<file path="config.mk">
export PLATFORM = sky130hd
export DESIGN_NAME = gbc_io_top
export DESIGN_NICKNAME = d
export VERILOG_FILES = /design/src/source/gbc_io_pkg.sv /design/src/source/io_bus_decode.sv /design/src/source/timer_unit.sv /design/src/source/interrupt_unit.sv /design/src/source/spare_registers.sv /design/src/source/io_read_mux.sv /design/src/source/gbc_io_top.sv
export SDC_FILE = /design/constraint.sdc
export NUM_CORES = 1
export LEC_CHECK = 0
export ABC_CLOCK_PERIOD_IN_PS = 1800
export BUFFER_PORTS_ARGS = -buffer_cell sky130_fd_sc_hd__buf_2
export CAP_MARGIN = 25
export CELL_PAD_IN_SITES_DETAIL_PLACEMENT = 0
export CELL_PAD_IN_SITES_GLOBAL_PLACEMENT = 1
export CORE_MARGIN = 10
export CORE_UTILIZATION = 42
export CTS_BUF_LIST = sky130_fd_sc_hd__clkbuf_8
export CTS_CLUSTER_DIAMETER = 200
export DETAILED_ROUTE_END_ITERATION = 10
export HOLD_SLACK_MARGIN = 0.12
export PLACE_DENSITY_LB_ADDON = 0.1
export SLEW_MARGIN = 20
export SYNTH_ARGS = -nofsm -noshare
export SYNTH_HDL_FRONTEND = slang
export SYNTH_SLANG_ARGS = --single-unit
export TNS_END_PERCENT = 5
</file>
<file path="constraint.sdc">
create_clock -name clock -period 1.8 [get_ports clock]
set_input_delay 0.45 -clock clock [delete_from_list [all_inputs] [get_ports clock]]
set_output_delay 0.45 -clock clock [all_outputs]
set_load 0.1 [all_outputs]
</file>
<file path="src/source/gbc_io_pkg.sv">
`default_nettype none

package gbc_io_pkg;

   // ==========================================================
   // I/O page address map
   // ==========================================================
   localparam logic [7:0] IO_PAGE = 8'hFF;

   // low address byte of each register
   localparam logic [7:0] REG_DIV      = 8'h04;
   localparam logic [7:0] REG_TIMA     = 8'h05;
   localparam logic [7:0] REG_TMA      = 8'h06;
   localparam logic [7:0] REG_TAC      = 8'h07;
   localparam logic [7:0] REG_IF       = 8'h0F;
   localparam logic [7:0] REG_IE       = 8'hFF;
   localparam logic [7:0] REG_SPARE_6C = 8'h6C;
   localparam logic [7:0] REG_SPARE_72 = 8'h72;
   localparam logic [7:0] REG_SPARE_73 = 8'h73;
   localparam logic [7:0] REG_SPARE_74 = 8'h74;
   localparam logic [7:0] REG_SPARE_75 = 8'h75;
   localparam logic [7:0] REG_SPARE_76 = 8'h76;
   localparam logic [7:0] REG_SPARE_77 = 8'h77;

   // read-back and reset values
   localparam logic [7:0] IF_READ_ONES   = 8'hE0;
   localparam logic [7:0] SPARE_6C_RESET = 8'hFE;
   localparam logic [7:0] SPARE_75_RESET = 8'h8F;
   localparam logic [7:0] SPARE_6C_MASK  = 8'h01;
   localparam logic [7:0] SPARE_75_MASK  = 8'h70;
   localparam logic [7:0] UNMAPPED_DATA  = 8'hFF;

   // ==========================================================
   // timer rates and interrupt bits
   // ==========================================================
   localparam int unsigned DIV_STEP_CYCLES = 256;
   // cycles per TIMA step, entry picked by TAC clock select
   localparam logic [3:0][15:0] TIMA_RATE = {16'd256, 16'd64, 16'd16, 16'd1024};

   localparam int unsigned INT_TIMER = 2;

   // ==========================================================
   // types
   // ==========================================================
   typedef struct packed {
      logic       wr;
      logic       rd;
      logic [7:0] index;
      logic [7:0] wdata;
   } io_req_t;

   typedef union packed {
      logic [7:0] raw;
      struct packed {
         logic [4:0] unused;
         logic       enable;
         logic [1:0] clock_select;
      } fields;
   } tac_u;

   typedef struct packed {
      logic [7:0] spare_6c;
      logic [7:0] spare_72;
      logic [7:0] spare_73;
      logic [7:0] spare_74;
      logic [7:0] spare_75;
      logic [7:0] spare_76;
      logic [7:0] spare_77;
   } spare_regs_t;

   typedef struct packed {
      logic [7:0]  div;
      logic [7:0]  tima;
      logic [7:0]  tma;
      tac_u        tac;
      logic [4:0]  if_flags;
      logic [4:0]  ie_mask;
      spare_regs_t spare;
   } io_regs_t;

endpackage

`default_nettype wire

</file>
<file path="src/source/io_bus_decode.sv">
`timescale 1ns/1ps
`default_nettype none

module io_bus_decode import gbc_io_pkg::*; (
   input  wire logic        clock,
   input  wire logic        reset,
   input  wire logic [15:0] addr,
   input  wire logic [7:0]  wdata,
   input  wire logic        we_l,
   input  wire logic        re_l,
   output io_req_t          req
);

   // sampled strobes, active high, and their previous sample
   logic        we_s;
   logic        re_s;
   logic        we_prev;
   logic        re_prev;
   logic [15:0] addr_q;
   logic [7:0]  wdata_q;
   logic        page_hit;

   always_ff @(posedge clock) begin
      if (reset) begin
         we_s    <= 1'b0;
         re_s    <= 1'b0;
         we_prev <= 1'b0;
         re_prev <= 1'b0;
      end else begin
         we_s    <= ~we_l;
         re_s    <= ~re_l;
         we_prev <= we_s;
         re_prev <= re_s;
      end
      addr_q  <= addr;
      wdata_q <= wdata;
   end

   assign page_hit = (addr_q[15:8] == IO_PAGE);

   // one request per falling strobe; write wins when both are low
   assign req.wr    = page_hit & we_s & ~we_prev;
   assign req.rd    = page_hit & re_s & ~re_prev & ~we_s;
   assign req.index = addr_q[7:0];
   assign req.wdata = wdata_q;

endmodule

`default_nettype wire

</file>
<file path="src/source/timer_unit.sv">
`timescale 1ns/1ps
`default_nettype none

module timer_unit import gbc_io_pkg::*; (
   input  wire logic    clock,
   input  wire logic    reset,
   input  wire io_req_t req,
   output logic [7:0]   div,
   output logic [7:0]   tima,
   output logic [7:0]   tma,
   output tac_u         tac,
   output logic         timer_irq
);

   logic [15:0] divider;
   logic [15:0] rate_mask;
   logic        tima_tick;
   logic [8:0]  tima_next;
   tac_u        tac_in;
   logic        wr_div;
   logic        wr_tima;
   logic        wr_tma;
   logic        wr_tac;

   // ==========================================================
   // write decode
   // ==========================================================
   assign wr_div  = req.wr && (req.index == REG_DIV);
   assign wr_tima = req.wr && (req.index == REG_TIMA);
   assign wr_tma  = req.wr && (req.index == REG_TMA);
   assign wr_tac  = req.wr && (req.index == REG_TAC);

   // bus data seen as a TAC word
   assign tac_in.raw = req.wdata;

   // DIV is the divider byte above the step count
   assign div = divider[$clog2(DIV_STEP_CYCLES) +: 8];

   // ==========================================================
   // TIMA step select
   // ==========================================================
   // tick once the low divider bits wrap for the selected rate
   assign rate_mask = TIMA_RATE[tac.fields.clock_select] - 16'd1;
   assign tima_tick = tac.fields.enable && ((divider & rate_mask) == rate_mask);
   assign tima_next = {1'b0, tima} + 9'd1;

   always_ff @(posedge clock) begin
      if (reset) begin
         divider   <= '0;
         tima      <= '0;
         tma       <= '0;
         tac.raw   <= '0;
         timer_irq <= 1'b0;
      end else begin
         timer_irq <= 1'b0;

         // any DIV write clears the whole divider
         if (wr_div) begin
            divider <= '0;
         end else begin
            divider <= divider + 16'd1;
         end

         // bus write beats count and reload
         if (wr_tima) begin
            tima <= req.wdata;
         end else if (tima_tick) begin
            if (tima_next[8]) begin
               tima      <= tma;
               timer_irq <= 1'b1;
            end else begin
               tima <= tima_next[7:0];
            end
         end

         if (wr_tma) begin
            tma <= req.wdata;
         end

         // only enable and clock select are stored
         if (wr_tac) begin
            tac.fields.unused       <= '0;
            tac.fields.enable       <= tac_in.fields.enable;
            tac.fields.clock_select <= tac_in.fields.clock_select;
         end
      end
   end

endmodule

`default_nettype wire

</file>
<file path="src/source/interrupt_unit.sv">
`timescale 1ns/1ps
`default_nettype none

module interrupt_unit import gbc_io_pkg::*; (
   input  wire logic       clock,
   input  wire logic       reset,
   input  wire io_req_t    req,
   input  wire logic [3:0] int_req,
   input  wire logic       timer_irq,
   output logic [4:0]      if_flags,
   output logic [4:0]      ie_mask,
   output logic            irq
);

   logic [4:0] set_bits;
   logic       wr_if;
   logic       wr_ie;

   assign wr_if = req.wr && (req.index == REG_IF);
   assign wr_ie = req.wr && (req.index == REG_IE);

   // IF order: vblank, lcdstat, timer, serial, joypad
   always_comb begin
      set_bits            = {int_req[3:2], 1'b0, int_req[1:0]};
      set_bits[INT_TIMER] = timer_irq;
   end

   always_ff @(posedge clock) begin
      if (reset) begin
         if_flags <= '0;
         ie_mask  <= '0;
      end else begin
         // a request in the write cycle is not lost
         if (wr_if) begin
            if_flags <= req.wdata[4:0] | set_bits;
         end else begin
            if_flags <= if_flags | set_bits;
         end

         if (wr_ie) begin
            ie_mask <= req.wdata[4:0];
         end
      end
   end

   // pending and enabled
   assign irq = |(if_flags & ie_mask);

endmodule

`default_nettype wire

</file>
<file path="src/source/spare_registers.sv">
`timescale 1ns/1ps
`default_nettype none

module spare_registers import gbc_io_pkg::*; (
   input  wire logic    clock,
   input  wire logic    reset,
   input  wire io_req_t req,
   output spare_regs_t  spare
);

   // only the writable bits of 6C and 75 are kept
   logic [7:0] bits_6c;
   logic [7:0] bits_75;
   logic [7:0] reg_72;
   logic [7:0] reg_73;
   logic [7:0] reg_74;

   // fixed bits from the reset value, the rest from storage
   function automatic logic [7:0] merge_bits(
      input logic [7:0] reset_val,
      input logic [7:0] mask,
      input logic [7:0] stored
   );
      merge_bits = (reset_val & ~mask) | (stored & mask);
   endfunction

   always_ff @(posedge clock) begin
      if (reset) begin
         bits_6c <= SPARE_6C_RESET & SPARE_6C_MASK;
         bits_75 <= SPARE_75_RESET & SPARE_75_MASK;
         reg_72  <= '0;
         reg_73  <= '0;
         reg_74  <= '0;
      end else if (req.wr) begin
         case (req.index)
            REG_SPARE_6C: bits_6c <= req.wdata & SPARE_6C_MASK;
            REG_SPARE_72: reg_72  <= req.wdata;
            REG_SPARE_73: reg_73  <= req.wdata;
            REG_SPARE_74: reg_74  <= req.wdata;
            REG_SPARE_75: bits_75 <= req.wdata & SPARE_75_MASK;
            default: ;
         endcase
      end
   end

   always_comb begin
      spare.spare_6c = merge_bits(SPARE_6C_RESET, SPARE_6C_MASK, bits_6c);
      spare.spare_72 = reg_72;
      spare.spare_73 = reg_73;
      spare.spare_74 = reg_74;
      spare.spare_75 = merge_bits(SPARE_75_RESET, SPARE_75_MASK, bits_75);
      // read-only pair, writes have no effect
      spare.spare_76 = 8'h00;
      spare.spare_77 = 8'h00;
   end

endmodule

`default_nettype wire

</file>
<file path="src/source/io_read_mux.sv">
`timescale 1ns/1ps
`default_nettype none

module io_read_mux import gbc_io_pkg::*; (
   input  wire logic       clock,
   input  wire logic       reset,
   input  wire io_req_t    req,
   input  wire io_regs_t   regs,
   input  wire logic [7:0] dbg_select,
   output logic [7:0]      rdata,
   output logic [7:0]      dbg_data
);

   logic [7:0] bus_value;
   logic [7:0] dbg_value;

   // ==========================================================
   // register map, shared by bus and debug view
   // ==========================================================
   function automatic logic [7:0] read_map(
      input io_regs_t   r,
      input logic [7:0] index
   );
      case (index)
         REG_DIV:      read_map = r.div;
         REG_TIMA:     read_map = r.tima;
         REG_TMA:      read_map = r.tma;
         REG_TAC:      read_map = r.tac.raw;
         // upper IF bits always read as ones
         REG_IF:       read_map = IF_READ_ONES | {3'b000, r.if_flags};
         REG_IE:       read_map = {3'b000, r.ie_mask};
         REG_SPARE_6C: read_map = r.spare.spare_6c;
         REG_SPARE_72: read_map = r.spare.spare_72;
         REG_SPARE_73: read_map = r.spare.spare_73;
         REG_SPARE_74: read_map = r.spare.spare_74;
         REG_SPARE_75: read_map = r.spare.spare_75;
         REG_SPARE_76: read_map = r.spare.spare_76;
         REG_SPARE_77: read_map = r.spare.spare_77;
         default:      read_map = UNMAPPED_DATA;
      endcase
   endfunction

   assign bus_value = read_map(regs, req.index);
   assign dbg_value = read_map(regs, dbg_select);

   // bus read data holds until the next read
   always_ff @(posedge clock) begin
      if (reset) begin
         rdata <= '0;
      end else if (req.rd) begin
         rdata <= bus_value;
      end
   end

   // debug view follows the select every cycle
   always_ff @(posedge clock) begin
      if (reset) begin
         dbg_data <= '0;
      end else begin
         dbg_data <= dbg_value;
      end
   end

endmodule

`default_nettype wire

</file>
<file path="src/source/gbc_io_top.sv">
`timescale 1ns/1ps
`default_nettype none

module gbc_io_top import gbc_io_pkg::*; (
   input  wire logic        clock,
   input  wire logic        reset,
   input  wire logic [15:0] addr,
   input  wire logic [7:0]  wdata,
   input  wire logic        we_l,
   input  wire logic        re_l,
   input  wire logic [3:0]  int_req,
   input  wire logic [7:0]  dbg_select,
   output logic [7:0]       rdata,
   output logic [7:0]       dbg_data,
   output logic             irq
);

   wire io_req_t  req;
   wire io_regs_t regs;
   wire logic     timer_irq;

   // ==========================================================
   // bus input side
   // ==========================================================
   io_bus_decode u_decode (
      .clock (clock),
      .reset (reset),
      .addr  (addr),
      .wdata (wdata),
      .we_l  (we_l),
      .re_l  (re_l),
      .req   (req)
   );

   // ==========================================================
   // register blocks
   // ==========================================================
   timer_unit u_timer (
      .clock     (clock),
      .reset     (reset),
      .req       (req),
      .div       (regs.div),
      .tima      (regs.tima),
      .tma       (regs.tma),
      .tac       (regs.tac),
      .timer_irq (timer_irq)
   );

   interrupt_unit u_interrupt (
      .clock     (clock),
      .reset     (reset),
      .req       (req),
      .int_req   (int_req),
      .timer_irq (timer_irq),
      .if_flags  (regs.if_flags),
      .ie_mask   (regs.ie_mask),
      .irq       (irq)
   );

   spare_registers u_spare (
      .clock (clock),
      .reset (reset),
      .req   (req),
      .spare (regs.spare)
   );

   // read data and debug view
   io_read_mux u_read_mux (
      .clock      (clock),
      .reset      (reset),
      .req        (req),
      .regs       (regs),
      .dbg_select (dbg_select),
      .rdata      (rdata),
      .dbg_data   (dbg_data)
   );

endmodule

`default_nettype wire

</file>
==> metrics.csv <==
stage;metric;value;unit
critical_path;Crit Path Max Fanout;6;
worst_hold_path;worst hold path class;in2reg;
floorplan;Die Ht;136;µm
critical_path;cell count of the worst reg-to-reg path;7;
drt;WL/cell;19.4;µm
global_route;largest net degree at the start of global routing;67;
drt;drt first pass iters;7;
place;Placed Cells;941;
clocking;clock root cell;clkbuf_8;
drt;post-route DRC violation count;0;
worst_hold_path;Hold Startpoint;re_l;
global_route;vias in the first global route;5462;
cells_and_area;Final Util;0.589;
synth;YS warnings;0;
sta;normalized max-slew margin;0.664;
drt;post-route ant nets;0;
pwr;Sequential Power Share;0.504;
global_route;GRT Resource Usage Total;0.212;
cells_and_area;diode count;0;
sta;Tcrit/Tclk final;1.08;
synth;EDFF count, synth;0;
cells_and_area;share of cells above drive strength 1;0.329;
critical_path;Startpoint Class;flop;
sta;TNS Setup;-1.90;ns
floorplan;die footprint;18500;µm²
critical_path;type of the worst setup path;reg2reg;
sta;final worst slack;-0.147;ns
pwr;leakage power total;3.37;nW
critical_path;WP data required;2.17;ns
sta;Tmin final;1.95;ns
critical_path;Reg-to-Reg Start;u_decode.addr_q[6];
global_route;initial antenna violation count;0;
place;PortBufs;56;
cells_and_area;post-route cell area;7770;µm²
clocking;CTS H-Tree Depth;4;
floorplan;# rows;42;
worst_hold_path;worst hold stages;2;
pwr;combinational fraction of design power;0.094;
place;routability cong.;0.954;
outcome;outcome;finished, violations left;
sta;Final Skew;0.0107;ns
synth;Mapped Cells;625;
drt;drt total wl;19400;µm
sta;Final Hold Vio Count;0;
cells_and_area;most common cell after layout, fill and taps aside;buf_4;
floorplan;Die W;136;µm
synth;cell taking the most area after synthesis;dfxtp_1;
synth;mapped cell area;5650;µm²
clocking;CTS max path bufs;2;
synth;Seq/Total Area, Yosys;0.418;
floorplan;number of I/O pins;57;
synth;largest cells by area after synthesis;dfxtp_1 (42%), mux2i_1 (10%), nor2_1 (5.0%);
clocking;clock slew at reported path FFs;0.07;ns
worst_hold_path;Hold EP;u_decode.re_s;
critical_path;Arrival @ worst endpoint;2.31;ns
run;Max-Cap Viols;0;
place;HPWL Detailed;14500;µm
global_route;GRT overflow;0;
sta;RSZ-0062 raised after global routing;true;
synth;Synth Flop Type;dfxtp_1;
global_route;first-pass GRT wire length;30400;µm
pwr;Net Sw Power;1.46;mW
critical_path;reg2reg setup slack;-0.15;ns
cells_and_area;P&R area growth vs syn;37.6;%
place;Place WS;-0.220;ns
floorplan;core area;13200;µm²
clocking;Worst-Skew Late Latency;0.45;ns
floorplan;initial core utilization;0.428;
sta;final setup violation count;26;
pwr;Internal Pwr Total;3.95;mW
synth;Avg Cell Area, Syn;9.04;µm²
clocking;total CTS buffers;17;
clocking;Clock Sinks;118;
cells_and_area;nets@finish;858;
cells_and_area;fin cells;1000;
synth;share of the synthesized area in the top cell type;0.418;
sta;Worst-Margin Slew;0.503;ns
synth;Synth Register Bits;118;
drt;vias per cell;5.61;
clocking;TritonCTS clock tree;built;
critical_path;Critical Path Sink Type;flop;
drt;Vias;5610;
pwr;maximum vdd drop;0.613;mV
pwr;Pwr Density;696;nW/µm²
synth;post-synthesis net count;671;
pwr;clock power share;0.402;
critical_path;terminus of the critical flop-to-flop path;u_read_mux.rdata[5];
drt;DRT iter0 DRCs;415;
cells_and_area;most frequent cells in the layout;buf_4 (114), dfxtp_1 (113), nor2_1 (74);
sta;f_max;514;MHz
place;placed cell area;6980;µm²
synth;ys async rst share;0;
synth;Netlist cell types;73;
pwr;fraction of power spent switching nets;0.270;
sta;Slew Viols, Final;0;
outcome;failing checks;negative setup slack;
routing by layer:
layer / up-vias / wire (µm) / global-route usage
li1: 2686 / - / -
met1: 2706 / 8860 / 0.274
met2: 194 / 9010 / 0.337
met3: 24 / 1230 / 0.0616
met4: 0 / 327 / 0.0562
met5: - / 0 / 0
kinds of logic (layout without fill, tap and decap cells):
| logic type | after synthesis | count (layout) | share of synthesized area |
|---|---|---|---|
| buffers and inverters | 53 | 252 | 0.0410 |
| flip-flops | 118 | 118 | 0.418 |
| AO/OA/AOI/OAI | 126 | 126 | 0.156 |
| multiplexers | 66 | 66 | 0.127 |
| AND/OR/NAND/NOR | 241 | 241 | 0.221 |
| adder cells (fa/ha/maj) | 6 | 6 | 0.0133 |
| XOR/XNOR | 15 | 15 | 0.0233 |
flip-flops by register name (all words and copies together), names as in the netlist, 3 cells and up:
register / cells
u_read_mux.rdata: 8
u_spare.reg_73: 8
u_timer.divider: 16
u_read_mux.dbg_data: 8
u_decode.addr_q: 16
u_interrupt.ie_mask: 5
u_timer.tma: 8
u_spare.reg_74: 8
u_timer.tima: 8
u_spare.reg_72: 8
u_timer.tac: 3
u_interrupt.if_flags: 5
u_decode.wdata_q: 8
u_spare.bits_75: 3
repair_timing:
item | 4_1_cts | 5_1_grt
endpoints found under the setup margin | 39 | 63
setup buffers | 0 | 4
pin swaps | 4 | 15
endpoints found under the hold margin | 24 | 0
gates resized for setup | 18 | 28
gates cloned | 0 | 0
hold buffers | 24 | 0
power by group through the flow:
stage                     sequential (mW)  combinational, mW  clock, mW
final                                2.73              0.509       2.18
after global routing                 2.73              0.546       2.35
after CTS                            2.72              0.496       2.22
after detailed placement             2.78              0.453          0
after global placement               2.78              0.448          0
after floorplan                      2.84              0.169          0
cells in the mapped netlist (4+ instances only):
cell / number
dfxtp_1: 118
nor2_1: 76
mux2i_1: 58
nand2_1: 47
a21oi_1: 27
nand3_1: 26
clkbuf_1: 23
o21ai_0: 20
inv_1: 16
a31oi_1: 15
nand4_1: 15
a22oi_1: 12
nor2b_1: 10
nor3_1: 10
nor4_1: 10
xor2_1: 10
buf_2: 9
and3_1: 8
and4_1: 7
ha_1: 6
nand2b_1: 5
xnor2_1: 5
a221oi_1: 4
a22o_1: 4
a32oi_1: 4
mux2_2: 4
mux4_2: 4
layout make-up:
class,count,area (µm²)
fill,1188,5420
multi-input combinational,454,3220
sequential,118,2370
timing repair buffer,205,1550
clock buffer,17,234
tap,176,220
clock inverter,14,114
inverter,16,60.1
critical path, cell delays in order, from the launching register on:
cell and delay, ns:
dfxtp_2 0.33, or4_4 0.55, nor2_4 0.17, buf_12 0.14, buf_8 0.12, a22oi_1 0.07
a221o_1 0.33, a31oi_1 0.16
how the worst max path moves through the flow:
stage / start / to
3_5_place_dp: dbg_select[1] / u_read_mux.dbg_data[4]
2_1_floorplan: u_timer.tac[0] / u_timer.tima[6]
3_3_place_gp: dbg_select[1] / u_read_mux.dbg_data[7]
6_report: u_decode.addr_q[6] / u_read_mux.rdata[5]
5_1_grt: u_decode.addr_q[3] / u_read_mux.rdata[5]
4_1_cts: u_decode.addr_q[4] / u_read_mux.rdata[6]
stage by stage:
stage	power, mW	hold WS (ns)
2_1_floorplan	3.01	0.411
3_3_place_gp	3.23	0.453
3_5_place_dp	3.24	0.460
4_1_cts	5.44	0.122
5_1_grt	5.63	0.130
6_report	5.41	0.148
Note: power is estimated with default switching activity, not from simulation.
